<file path="src/include/clk_mux_defs.svh">
`ifndef CLK_MUX_DEFS_SVH
`define CLK_MUX_DEFS_SVH

// Measurement window of the rate monitor, in clk_int cycles
`define CLK_MUX_WINDOW_CYCLES 64

// Fewer edges than this in one window means clk_ext has stopped
`define CLK_MUX_MIN_EDGES 4

// Synthesizer reset pulse length after a source change
`define CLK_MUX_RESET_CYCLES 8

// Flops per synchronizer chain
`define CLK_MUX_SYNC_STAGES 2

`endif

</file>
<file path="src/design/clk_mux_reg_pkg.sv">
`default_nettype none

package clk_mux_reg_pkg;

    // Register map, one 32-bit word per address
    typedef enum logic [1:0] {
        CTRL     = 2'd0,
        STATUS   = 2'd1,
        RATE     = 2'd2,
        SWITCHES = 2'd3
    } reg_addr_e;

    // Single-cycle strobe port, no back-pressure
    typedef struct packed {
        logic        wr_stb;
        logic        rd_stb;
        reg_addr_e   addr;
        logic [31:0] wdata;
    } reg_req_t;

    typedef struct packed {
        logic        rd_valid;
        logic [31:0] rdata;
    } reg_rsp_t;

    typedef struct packed {
        logic [30:0] reserved;
        logic        int_select;
    } ctrl_t;

    typedef struct packed {
        logic [28:0] reserved;
        logic        sel_ext;
        logic        locked;
        logic        ext_active;
    } status_t;

    // One register word, seen as raw bits or through either layout
    typedef union packed {
        logic [31:0] raw;
        ctrl_t       ctrl;
        status_t     status;
    } reg_word_u;

endpackage

`default_nettype wire

</file>
<file path="src/design/clk_mux_mon_pkg.sv">
`default_nettype none

package clk_mux_mon_pkg;

    // Edges of clk_ext counted in one window
    typedef logic [23:0] rate_t;

    // Everything the result stage reports from the execute stage
    typedef struct packed {
        rate_t       rate;
        logic        ext_active;
        logic        sel_ext;
        logic        locked;
        logic [15:0] switches;
    } mon_status_t;

endpackage

`default_nettype wire

</file>
<file path="src/design/clk_reg_decode.sv">
`timescale 1ns/1ps
`default_nettype none

module clk_reg_decode (
    input  wire                              clk_int,
    input  wire                              rst_n,
    input  wire clk_mux_reg_pkg::reg_req_t   reg_req,
    output clk_mux_reg_pkg::ctrl_t           ctrl,
    output logic                             rd_stb,
    output clk_mux_reg_pkg::reg_addr_e       rd_addr
);

    logic ctrl_wr;

    // Only CTRL is writable, the other addresses are read-only
    assign ctrl_wr = reg_req.wr_stb && (reg_req.addr == clk_mux_reg_pkg::CTRL);

    always_ff @(posedge clk_int or negedge rst_n) begin
        if (!rst_n) begin
            ctrl <= '0;
        end else if (ctrl_wr) begin
            // Unused bits are kept at zero whatever was written
            ctrl.reserved   <= '0;
            ctrl.int_select <= reg_req.wdata[0];
        end
    end

    // Read requests go straight on; the result stage registers the word
    // so rd_valid lands one cycle after the strobe
    always_comb begin
        rd_stb  = reg_req.rd_stb;
        rd_addr = reg_req.addr;
    end

    // The port never carries a read and a write in the same cycle
    a_no_rd_wr_overlap: assert property (
        @(posedge clk_int) disable iff (!rst_n)
        !(reg_req.wr_stb && reg_req.rd_stb)
    );

endmodule

`default_nettype wire

</file>
<file path="src/design/clk_rate_monitor.sv">
`timescale 1ns/1ps
`default_nettype none

`include "clk_mux_defs.svh"

module clk_rate_monitor (
    input  wire                      clk_int,
    input  wire                      rst_n,
    input  wire                      clk_ext,
    output clk_mux_mon_pkg::rate_t   rate,
    output logic                     ext_active
);

    localparam int WIN_W = $clog2(`CLK_MUX_WINDOW_CYCLES);

    logic [`CLK_MUX_SYNC_STAGES-1:0] ext_sync;
    logic                            ext_prev;
    logic                            ext_rise;
    logic [WIN_W-1:0]                win_cnt;
    logic                            win_last;
    clk_mux_mon_pkg::rate_t          edge_cnt;
    clk_mux_mon_pkg::rate_t          win_total;

    // clk_ext is asynchronous to clk_int
    always_ff @(posedge clk_int or negedge rst_n) begin
        if (!rst_n) begin
            ext_sync <= '0;
            ext_prev <= 1'b0;
        end else begin
            ext_sync <= {ext_sync[`CLK_MUX_SYNC_STAGES-2:0], clk_ext};
            ext_prev <= ext_sync[`CLK_MUX_SYNC_STAGES-1];
        end
    end

    assign ext_rise = ext_sync[`CLK_MUX_SYNC_STAGES-1] && !ext_prev;

    assign win_last = (win_cnt == WIN_W'(`CLK_MUX_WINDOW_CYCLES - 1));

    // Includes an edge that falls on the window's last cycle
    assign win_total = edge_cnt + clk_mux_mon_pkg::rate_t'(ext_rise);

    always_ff @(posedge clk_int or negedge rst_n) begin
        if (!rst_n) begin
            win_cnt  <= '0;
            edge_cnt <= '0;
        end else begin
            win_cnt <= win_cnt + 1'b1;
            if (win_last) begin
                edge_cnt <= '0;
            end else begin
                edge_cnt <= win_total;
            end
        end
    end

    // Result of the finished window, held until the next one ends
    always_ff @(posedge clk_int or negedge rst_n) begin
        if (!rst_n) begin
            rate       <= '0;
            ext_active <= 1'b0;
        end else if (win_last) begin
            rate       <= win_total;
            ext_active <= (win_total >= clk_mux_mon_pkg::rate_t'(`CLK_MUX_MIN_EDGES));
        end
    end

    // A synchronized edge needs at least two clk_int cycles
    a_edge_cnt_bound: assert property (
        @(posedge clk_int) disable iff (!rst_n)
        edge_cnt <= clk_mux_mon_pkg::rate_t'(`CLK_MUX_WINDOW_CYCLES / 2)
    );

endmodule

`default_nettype wire

</file>
<file path="src/design/clk_source_select.sv">
`timescale 1ns/1ps
`default_nettype none

`include "clk_mux_defs.svh"

module clk_source_select (
    input  wire                            clk_int,
    input  wire                            rst_n,
    input  wire                            ext_active,
    input  wire                            lock_in,
    input  wire clk_mux_reg_pkg::ctrl_t    ctrl,
    output logic                           mmcm_sel,
    output logic                           mmcm_reset,
    output logic                           locked,
    output logic [15:0]                    switches
);

    localparam int RST_W = $clog2(`CLK_MUX_RESET_CYCLES + 1);

    logic                            sel_next;
    logic                            sel_change;
    logic [RST_W-1:0]                rst_cnt;
    logic [`CLK_MUX_SYNC_STAGES-1:0] lock_sync;

    // External source only when it runs and the user has not forced internal
    assign sel_next   = ext_active && !ctrl.int_select;
    assign sel_change = (sel_next != mmcm_sel);

    // Counter starts full in reset, so the pulse covers reset and
    // RESET_CYCLES cycles after it
    always_ff @(posedge clk_int or negedge rst_n) begin
        if (!rst_n) begin
            mmcm_sel <= 1'b0;
            rst_cnt  <= RST_W'(`CLK_MUX_RESET_CYCLES);
        end else begin
            mmcm_sel <= sel_next;
            if (sel_change) begin
                rst_cnt <= RST_W'(`CLK_MUX_RESET_CYCLES);
            end else if (rst_cnt != '0) begin
                rst_cnt <= rst_cnt - 1'b1;
            end
        end
    end

    assign mmcm_reset = (rst_cnt != '0);

    always_ff @(posedge clk_int or negedge rst_n) begin
        if (!rst_n) begin
            switches <= '0;
        end else if (sel_change && (switches != 16'hFFFF)) begin
            switches <= switches + 1'b1;
        end
    end

    // Lock pin comes from the synthesizer, asynchronous here
    always_ff @(posedge clk_int or negedge rst_n) begin
        if (!rst_n) begin
            lock_sync <= '0;
        end else begin
            lock_sync <= {lock_sync[`CLK_MUX_SYNC_STAGES-2:0], lock_in};
        end
    end

    assign locked = lock_sync[`CLK_MUX_SYNC_STAGES-1];

    // Every new source gets a full synthesizer reset pulse
    a_reset_on_switch: assert property (
        @(posedge clk_int) disable iff (!rst_n)
        $changed(mmcm_sel) |-> mmcm_reset [* `CLK_MUX_RESET_CYCLES]
    );

endmodule

`default_nettype wire

</file>
<file path="src/design/clk_status_readback.sv">
`timescale 1ns/1ps
`default_nettype none

module clk_status_readback (
    input  wire                                clk_int,
    input  wire                                rst_n,
    input  wire                                rd_stb,
    input  wire clk_mux_reg_pkg::reg_addr_e    rd_addr,
    input  wire clk_mux_reg_pkg::ctrl_t        ctrl,
    input  wire clk_mux_mon_pkg::mon_status_t  status,
    output clk_mux_reg_pkg::reg_rsp_t          reg_rsp
);

    clk_mux_reg_pkg::reg_word_u rd_word;
    logic                       rd_valid_q;
    logic [31:0]                rdata_q;

    always_comb begin
        rd_word.raw = '0;
        case (rd_addr)
            clk_mux_reg_pkg::CTRL: begin
                rd_word.ctrl = ctrl;
            end
            clk_mux_reg_pkg::STATUS: begin
                rd_word.status.ext_active = status.ext_active;
                rd_word.status.locked     = status.locked;
                rd_word.status.sel_ext    = status.sel_ext;
            end
            clk_mux_reg_pkg::RATE: begin
                rd_word.raw = 32'(status.rate);
            end
            clk_mux_reg_pkg::SWITCHES: begin
                rd_word.raw = 32'(status.switches);
            end
            default: begin
                rd_word.raw = '0;
            end
        endcase
    end

    always_ff @(posedge clk_int or negedge rst_n) begin
        if (!rst_n) begin
            rd_valid_q <= 1'b0;
        end else begin
            rd_valid_q <= rd_stb;
        end
    end

    // Data word only loads on a read, valid alongside rd_valid
    always_ff @(posedge clk_int) begin
        if (rd_stb) begin
            rdata_q <= rd_word.raw;
        end
    end

    always_comb begin
        reg_rsp.rd_valid = rd_valid_q;
        reg_rsp.rdata    = rdata_q;
    end

endmodule

`default_nettype wire

</file>
<file path="src/design/clk_mux_ctrl.sv">
`timescale 1ns/1ps
`default_nettype none

module clk_mux_ctrl (
    input  wire                              clk_int,
    input  wire                              rst_n,
    input  wire                              clk_ext,
    input  wire                              lock_in,
    input  wire clk_mux_reg_pkg::reg_req_t   reg_req,
    output clk_mux_reg_pkg::reg_rsp_t        reg_rsp,
    output logic                             mmcm_sel,
    output logic                             mmcm_reset
);

    clk_mux_reg_pkg::ctrl_t       ctrl;
    logic                         rd_stb;
    clk_mux_reg_pkg::reg_addr_e   rd_addr;
    clk_mux_mon_pkg::rate_t       rate;
    logic                         ext_active;
    logic                         locked;
    logic [15:0]                  switches;
    clk_mux_mon_pkg::mon_status_t mon_status;

    // Decode
    clk_reg_decode u_decode (
        .clk_int (clk_int),
        .rst_n   (rst_n),
        .reg_req (reg_req),
        .ctrl    (ctrl),
        .rd_stb  (rd_stb),
        .rd_addr (rd_addr)
    );

    // Execute
    clk_rate_monitor u_monitor (
        .clk_int    (clk_int),
        .rst_n      (rst_n),
        .clk_ext    (clk_ext),
        .rate       (rate),
        .ext_active (ext_active)
    );

    clk_source_select u_select (
        .clk_int    (clk_int),
        .rst_n      (rst_n),
        .ext_active (ext_active),
        .lock_in    (lock_in),
        .ctrl       (ctrl),
        .mmcm_sel   (mmcm_sel),
        .mmcm_reset (mmcm_reset),
        .locked     (locked),
        .switches   (switches)
    );

    // mmcm_sel is the registered sel_ext
    assign mon_status = '{
        rate:       rate,
        ext_active: ext_active,
        sel_ext:    mmcm_sel,
        locked:     locked,
        switches:   switches
    };

    // Result
    clk_status_readback u_readback (
        .clk_int (clk_int),
        .rst_n   (rst_n),
        .rd_stb  (rd_stb),
        .rd_addr (rd_addr),
        .ctrl    (ctrl),
        .status  (mon_status),
        .reg_rsp (reg_rsp)
    );

endmodule

`default_nettype wire

</file>
<file path="config.mk">
export PLATFORM = sky130hd
export DESIGN_NAME = clk_mux_ctrl
export DESIGN_NICKNAME = d
export VERILOG_FILES = /design/src/design/clk_mux_reg_pkg.sv /design/src/design/clk_mux_mon_pkg.sv /design/src/design/clk_reg_decode.sv /design/src/design/clk_rate_monitor.sv /design/src/design/clk_source_select.sv /design/src/design/clk_status_readback.sv /design/src/design/clk_mux_ctrl.sv
export VERILOG_INCLUDE_DIRS = /design/src /design/src/include
export SDC_FILE = /design/constraint.sdc
export NUM_CORES = 1
export LEC_CHECK = 0
export BUFFER_PORTS_ARGS = -buffer_cell sky130_fd_sc_hd__buf_2
export CORE_AREA = 2 2 93 95
export DETAILED_ROUTE_END_ITERATION = 7
export DIE_AREA = 0 0 95 97
export GPL_ROUTABILITY_DRIVEN = 0
export PLACE_DENSITY_LB_ADDON = 0.15
export SLEW_MARGIN = 20
export SYNTH_ARGS = -nofsm -noshare
export SYNTH_HDL_FRONTEND = slang
export SYNTH_SLANG_ARGS = --single-unit
</file>
<file path="constraint.sdc">
create_clock -name clk_int -period 3.6 [get_ports clk_int]
set_input_delay 0.36 -clock clk_int [delete_from_list [all_inputs] [get_ports clk_int]]
set_output_delay 0.36 -clock clk_int [all_outputs]
set_load 0.005 [all_outputs]
</file>
# After elaboration in Yosys (flattened, before gate mapping)
# Cells that the tools add are included.
# word_totals
regBits	115
input_bits	40
output_inout_bits	35
word_cells	38
# op_classes
add_sub_neg	4
n_lt_le_gt_ge	1
n_eq_ne	6
n_mux	5
n_reduce_logical	9
# ops
op	n
$pmux W21 S2	1
$add A24 B1 Y24	1
$ge A24 B3 Y1 const B	1
$mux W24	1
$add A16 B1 Y16 const B	1
$ne A16 B16 Y1 const B	1
$pmux W3 S4	1
$mux W4	2
$add A6 B1 Y6 const B	1
$eq A6 B6 Y1 const B	1
$eq A2 B2 Y1 const B	2
$logic_and A1 B1 Y1	4
$reduce_bool A4 Y1	1
$sub A4 B1 Y4 const B	1
$eq A2 B1 Y1 const B	1
$logic_not A1 Y1	2
$logic_not A2 Y1	1
$reduce_bool A2 Y1	1
$ne A1 B1 Y1	1

# Logic depth before layout (Yosys ltp)
# Gate-level depths: netlist (run 1).
# depth
depth_word	4
ltp_mapped	10
mapped_depth_nobuf	9

# By module
# Synthesis (run 1) repeated with hierarchy kept, for this count alone.
# unflattened
hier_cells	485
area_unflattened_um2	5690.5
# modules_own_cells
module	n_inst	cells_per_inst	area_each_um2	seq_area_each_um2
clk_rate_monitor	1	249	2657.5	1451.4
clk_status_readback	1	96	1610.3	985.9
clk_source_select	1	102	1111.1	576.8
clk_reg_decode	1	38	311.5	25.0

# Least setup slack after synthesis (run 1)
# OpenSTA, ideal clock, no wires.
# synth_path
kind	reg2reg
startpoint	reg u_monitor.ext_prev
endpoint	reg u_monitor.ext_active
setup_time_ns	0.120
arrival_ns	2.258
required_ns	3.480
setup_slack_ns	1.222
stages_incl_launch_ff	11
n_path_buf	1
synth_period_minus_slack_ns	2.378
cell_sequence	dfrtp_1 nor2b_1 ha_1 ha_1 clkbuf_1 nand4_1 or3_1 mux2i_1 nor4b_1 and4_1 a21oi_2
# synth_via
elab_chain_cells	4
# synth_rtl
item	line	source
start, declared	clk_rate_monitor.sv:17	logic ext_prev;
start signal, assigned	clk_rate_monitor.sv:31	ext_prev <= ext_sync[`CLK_MUX_SYNC_STAGES-1];
$logic_not A1 Y1	clk_rate_monitor.sv:35	assign ext_rise = ext_sync[`CLK_MUX_SYNC_STAGES-1] && !ext_prev;
$logic_and A1 B1 Y1	clk_rate_monitor.sv:35	
$add A24 B1 Y24	clk_rate_monitor.sv:40	assign win_total = edge_cnt + clk_mux_mon_pkg::rate_t'(ext_rise);
$ge A24 B3 Y1	clk_rate_monitor.sv:63	ext_active <= (win_total >= clk_mux_mon_pkg::rate_t'(`CLK_MUX_MIN_EDGES));
end signal, assigned	clk_rate_monitor.sv:63	
end, declared	clk_rate_monitor.sv:11	output logic ext_active
# Every way passes these cells.
# A chain may end at the register's enable or synchronous reset.

# Final worst setup path (run 1)
# Same ends and word-level chain as after synthesis.

==> results of run 1 <==
logic make-up (layout without fill, tap and decap cells):
logic type	count (synthesis)	in the layout	synth area share (%)
buf+inv	32	56	3.432
xor+xnor	44	44	8.008
fa+ha+maj	6	6	1.560
simple gates	167	167	18.43
compound gates	41	41	5.331
other cells	1	8	0.07793
mux	22	22	4.992
flops	107	107	58.16
final timing paths:
| kind | startpoint | endpoint | slack [ns] | cells past startpoint |
|---|---|---|---|---|
| setup / recovery | u_monitor.ext_prev | u_monitor.ext_active | 0.97 | 9 |
| hold reg to reg | u_monitor.ext_sync[0] | u_monitor.ext_sync[1] | 0.36 | 0 |
| max in group asynchronous | rst_n | u_monitor.edge_cnt[20] | 3.05 | 1 |
| hold / removal | rst_n | u_select.rst_cnt[1] | 0.02 | 1 |
| setup reg to reg | u_monitor.ext_prev | u_monitor.ext_active | 0.97 | 9 |
| min in group clk_int | lock_in | u_select.lock_sync[0] | 0.11 | 1 |
per-stage QoR:
| stage | util [%] | power [uW] |
|---|---|---|
| floorplan | - | 1468 |
| global placement | 61.59 | 1515 |
| detailed placement | 61.59 | 1524 |
| CTS | 63.85 | 2228 |
| global route | 63.90 | 2315 |
| finish | 63.90 | 2201 |
report_power, final:
part	switching, uW	internal (uW)	total [uW]
logic	89.9	65.7	156
registers	57.8	1290	1340
clock network	379	322	701
total	527	1670	2200
layout make-up:
class,count,area (um2),share of cell area [%]
inverters,5,18.77,0.3611
clock buffers,11,131.4,2.528
well taps,105,131.4,2.528
multi-input cells,288,1876,36.09
clock inverters,4,52.55,1.011
repair buffers,36,188.9,3.635
flip-flops and latches,107,2799,53.85
worst max-delay path, cell delays in order (launching register included):
cell     delay (ns)
dfrtp_1        0.37
nor2b_1        0.11
ha_1           0.24
ha_1           0.34
nand4_1        0.24
or3_1          0.42
mux2i_1        0.15
nor4b_1        0.35
and4_1         0.25
a21oi_2        0.05
synth_stat cells, drive strengths merged (8+ instances only):
library cell,n
dfrtp,82
nor2,59
a21oi,26
edfxtp,24
xnor2,24
xor2,20
nand2,19
nor2b,18
mux2i,15
nand3,15
clkbuf,14
nand4,14
buf,13
and2,11
and3,8
sequential cells by signal, summed over array words and instances (netlist names):
register	cells
u_decode.ctrl	1
u_monitor.edge_cnt	24
u_monitor.ext_active	1
u_monitor.ext_prev	1
u_monitor.ext_sync	2
u_monitor.rate	24
u_monitor.win_cnt	6
u_readback.rd_valid_q	1
u_readback.rdata_q	24
u_select.lock_sync	2
u_select.mmcm_sel	1
u_select.rst_cnt	4
u_select.switches	16
routing by layer:
| layer | vias up | track usage [%] |
|---|---|---|
| li1 | 1482 | - |
| met1 | 1449 | 28.99 |
| met2 | 55 | 29.46 |
| met3 | 13 | 5.062 |
| met4 | 0 | 6.355 |
| met5 | - | 0 |
==> results by group, run 1 <==
Critical path
  – Worst endpoint required time: 3.85 ns
  – CP arrival: 2.88 ns
  – Nature of the critical path startpoint: flip-flop
  – Critical path class: reg2reg
  – CP Max Fanout: 7
  – Nature of the critical path endpoint: flip-flop

Yosys
  – Synth Warn #: 0
  – EDFF count, synth: 24
  – Syn avg cell area: 11.46 um2
  – Synth async-reset ratio: 77.57%
  – Count of cell types in the netlist: 50
  – Synth top area cells: dfrtp_1, edfxtp_1, nor2_1, xnor2_1, xor2_1
  – Sequential area share after synthesis: 58.16%
  – Primary FF master, synth: dfrtp_1
  – Yosys reg bits: 107
  – Leading area contributor after synthesis: dfrtp_1
  – Mapped Area: 0.004812 mm2
  – Yosys top cell area share: 42.64%
  – Synth Instances: 420

Floorplanning
  – Die W: 95 um
  – Row Count: 33
  – Die area: 0.009215 mm2
  – Core area: 0.008134 mm2
  – Ports: 75
  – Starting Density: 59.16%
  – Die Y: 97 um

Final layout
  – Fillers: 690
  – Share of cells above drive strength 1: 13.97%
  – Area Overhead vs Synth: 8.008%
  – Post-layout nets: 493
  – Fin area: 0.005197 mm2
  – Non-filler cells, final: 556
  – N_diodes: 0
  – Commonest non-fill, non-tap cell in the layout: dfrtp_1
  – Commonest cells after routing, fill and taps aside: dfrtp_1, nor2_1, buf_2

Clock tree
  – CTS tree: done
  – CTS max path bufs: 2
  – Cts-stage hold buffer count: 0
  – Sink Count: 107
  – CTS buffer count: 9
  – Reg clk slew, reported paths: 0.09 ns
  – Worst-skew pair later-pin latency: 0.36 ns
  – Setup bufs post-CTS: 0
  – CTS-repair resized insts: 0
  – Root buffer cell: clkbuf_8
  – H-tree depth: 3

Route
  – Total Routed Length: 8424 um
  – Detailed Route Iter0 Violations: 153
  – Post-DR vias/cell: 5.394
  – Met3 WL post-DR: 291 um
  – Via total after detailed routing: 2999
  – Met2 routed WL: 3976 um
  – Met1 wire length: 4020 um
  – Wire per inst: 15.15 um
  – DRT Pass-1 Iters: 4
  – # DRC: 0
  – Top sig layer: met4
  – Routed Antenna Nets: 0

Global routing
  – Vias in the first global route: 2958
  – Total Routing Usage GR: 19.94%
  – First-pass GRT wire length: 14300 um
  – Total grt overflow: 0
  – Largest net degree at the start of global routing: 84
  – Initial antenna violation count: 0

STA
  – Final min period: 2.630 ns
  – Crit share post-route: 73.06%
  – F_max: 0.3802 GHz
  – Clock skew: 0.007940 ns
  – TNS Setup: 0 ns
  – Worst Tran Pin Value: 0.7448 ns
  – Fin. Hold Viols: 0
  – Final Max Tran Viols: 0
  – Hold WS: 0.01964 ns
  – Final setup fails: 0
  – Slew headroom: 50.35%
  – Final worst slack: 0.9700 ns
  – RSZ-0062 raised after global routing: false

Placement
  – HPWL Detailed: 5844 um
  – Port Buffers: 35
  – Post-placement cell count: 541
  – Placed cell area: 0.005010 mm2
  – Pre-CTS WS: 0.9887 ns

Worst hold path
  – Hold crit path type: in2async

Status
  – Outcome: finished, final reports clean

Power and ir drop
  – LEAKAGE: 0.002374 uW
  – Pwr dens: 423.5 mW/mm2
  – Peak VDD IR: 0.2229 mV

Job
  – Max Cap Violations: 0
Power figures use the tool's default switching activity.
==> run 2, diff against run 1 <==
--- a/config.mk
+++ b/config.mk
@@ -7,9 +7,9 @@
 export NUM_CORES = 1
 export LEC_CHECK = 0
 export BUFFER_PORTS_ARGS = -buffer_cell sky130_fd_sc_hd__buf_2
-export CORE_AREA = 2 2 93 95
+export CORE_AREA = 2 2 101 103
 export DETAILED_ROUTE_END_ITERATION = 7
-export DIE_AREA = 0 0 95 97
+export DIE_AREA = 0 0 103 105
 export GPL_ROUTABILITY_DRIVEN = 0
 export PLACE_DENSITY_LB_ADDON = 0.15
 export SLEW_MARGIN = 20
==> constraint.sdc (replaced) <==
create_clock -name clk_int -period 2.3 [get_ports clk_int]
set_input_delay 0.23 -clock clk_int [delete_from_list [all_inputs] [get_ports clk_int]]
set_output_delay 0.23 -clock clk_int [all_outputs]
set_load 0.005 [all_outputs]
==> run 2 against run 1 <==
Compared with the run above:
- count of clock-buffer cells in the layout did not move
- sequential share of layout area fell by 3.0 points
- total power rose by 61%
- utilization fell by 6.8 points
- design area rose by 5.9%
- critical path depth did not move
- clock power rose by 65%
- final cell count rose by 9.5%
- combinational power rose by 79%
- clock skew rose by 0.0058 ns
- sequential power rose by 57%
- critical path type unchanged
- highest routed layer unchanged
==> results by group, run 2 (synthesis gave the netlist of run 1 again) <==
Power and ir drop
  – Sequential share of power: 59.5%
  – Gate power share: 7.9%
  – Peak VDD IR: 0.3052 mV
  – Net Sw Power: 918.0 uW
  – LEAKAGE: 0.002503 uW
  – Clock share of power: 32.7%
  – Pint: 2629 uW
  – Net Sw Frac: 25.88%
  – Pwr dens: 644.3 mW/mm2

Worst hold path
  – Worst hold path depth: 2
  – Endpoint, Worst Hold: u_decode.ctrl[0]
  – Worst hold start: reg_req[0]
  – Hold crit path type: in2reg

Floorplanning
  – Core area: 0.009639 mm2
  – Row Count: 36
  – Die area: 0.01082 mm2
  – Die Y: 105 um
  – Die W: 103 um
  – Ports: 75
  – Starting Density: 49.92%

Global routing
  – Vias in the first global route: 3075
  – Initial antenna violation count: 0
  – First-pass GRT wire length: 14920 um
  – Total grt overflow: 0
  – Largest net degree at the start of global routing: 72
  – Total Routing Usage GR: 17.76%

Route
  – Post-DR vias/cell: 5.089
  – DRT Pass-1 Iters: 5
  – Detailed Route Iter0 Violations: 142
  – # DRC: 0
  – Via total after detailed routing: 3099
  – Wire per inst: 14.26 um
  – Total Routed Length: 8684 um
  – Routed Antenna Nets: 0

Critical path
  – R2r worst-path depth: 9
  – Critical path class: reg2reg
  – Nature of the critical path endpoint: flip-flop
  – CP arrival: 2.46 ns
  – CP Max Fanout: 4
  – Crit path from: u_monitor.ext_sync[1]
  – Worst R2R Start: u_monitor.ext_sync[1]
  – R2R Path End: u_monitor.ext_active
  – Worst endpoint required time: 2.58 ns
  – Reg2reg setup slack: 0.12 ns
  – Nature of the critical path startpoint: flip-flop

Final layout
  – Area Overhead vs Synth: 14.40%
  – Fillers: 841
  – Commonest non-fill, non-tap cell in the layout: dfrtp_1
  – Share of cells above drive strength 1: 19.54%
  – Post-layout nets: 517
  – Commonest cells after routing, fill and taps aside: dfrtp_1, nor2_1, buf_2
  – N_diodes: 0
  – Area occupied by multi-input gates: 0.001917 mm2
  – Largest regs: u_monitor.edge_cnt: 24 flops, u_monitor.rate: 24 flops, u_readback.rdata_q: 24 flops
  – Fin area: 0.005505 mm2
  – Register area: 0.002799 mm2

STA
  – Clock skew: 0.01370 ns
  – Slew headroom: 62.95%
  – Final worst slack: 0.1165 ns
  – Final min period: 2.183 ns
  – RSZ-0062 raised after global routing: true
  – Worst Tran Pin Value: 0.5557 ns
  – TNS Setup: 0 ns
  – Crit share post-route: 94.93%
  – F_max: 0.4580 GHz
  – Hold WS: 0.08969 ns
  – Final Max Tran Viols: 0
  – Fin. Hold Viols: 0
  – Final setup fails: 0

Placement
  – Port Buffers: 35
  – Placed cell area: 0.005197 mm2
  – Pre-CTS WS: -0.01075 ns
  – HPWL Detailed: 5887 um

Clock tree
  – Sink Count: 107
  – CTS max path bufs: 2
  – Reg clk slew, reported paths: 0.11 ns
  – H-tree depth: 3
  – Worst-skew pair later-pin latency: 0.37 ns
  – CTS buffer count: 9
  – CTS tree: done
  – Root buffer cell: clkbuf_8

Job
  – Max Cap Violations: 0

Status
  – Outcome: finished, final reports clean
run 2: critical path: stages (launching register included):
cell and delay, ns:
dfrtp_1 0.38, nor2b_2 0.15, ha_2 0.20, ha_4 0.17, buf_4 0.15, nor4_1 0.32, o211ai_1 0.18, nor4b_2 0.25
and4_1 0.24, a21oi_2 0.05
run 2: what timing repair did:
| action | CTS | global route |
|---|---|---|
| endpoints found under the setup margin | 1 | 5 |
| hold buffers | 3 | 0 |
| hold endpoints to repair | 42 | 0 |
| setup buffers | 1 | 3 |
| resized for setup | 2 | 6 |
| pin swaps | 1 | 5 |
run 2: how the worst max path moves through the flow:
| stage | cells after the start | to |
|---|---|---|
| 2_1_floorplan | 10 | u_monitor.ext_active |
| 3_3_place_gp | 9 | u_monitor.ext_active |
| 3_5_place_dp | 10 | u_monitor.ext_active |
| 4_1_cts | 11 | u_monitor.ext_active |
| 5_1_grt | 11 | u_monitor.ext_active |
| 6_report | 9 | u_monitor.ext_active |
run 2: layout make-up:
| type | instances | share of cell area [%] |
|---|---|---|
| inverter | 5 | 0.3409 |
| clock buffer | 11 | 2.773 |
| tap | 133 | 3.023 |
| sequential | 107 | 50.84 |
| clock inverter | 5 | 0.9773 |
| multi-input combinational | 288 | 34.82 |
| timing repair buffer | 60 | 7.227 |
run 2: through the flow:
stage               total power [uW]  std cells  util (%)
finish                          3547        609     57.11
global route                    3732        609     57.11
CTS                             3589        606     56.58
detailed placement              2396        586     53.92
global placement                2389        586     53.92
floorplan                       2298        427         -
run 2: routing by layer:
metal | vias up | GRT usage, % | routed length (um) | part of all wire [%]
li1 | 1536 | - | - | -
met1 | 1493 | 25.74 | 4253 | 49
met2 | 61 | 26.67 | 3994 | 46
met3 | 9 | 4.281 | 323 | 3.7
met4 | 0 | 4.981 | 113 | 1.3
met5 | - | 0 | 0 | 0
run 2: power groups by stage:
stage	Sequential [uW]	Clock (uW)	Combinational (uW)
floorplan	2100	0	202
global placement	2140	0	253
detailed placement	2140	0	255
CTS	2110	1210	275
global route	2120	1290	319
finish	2110	1160	279
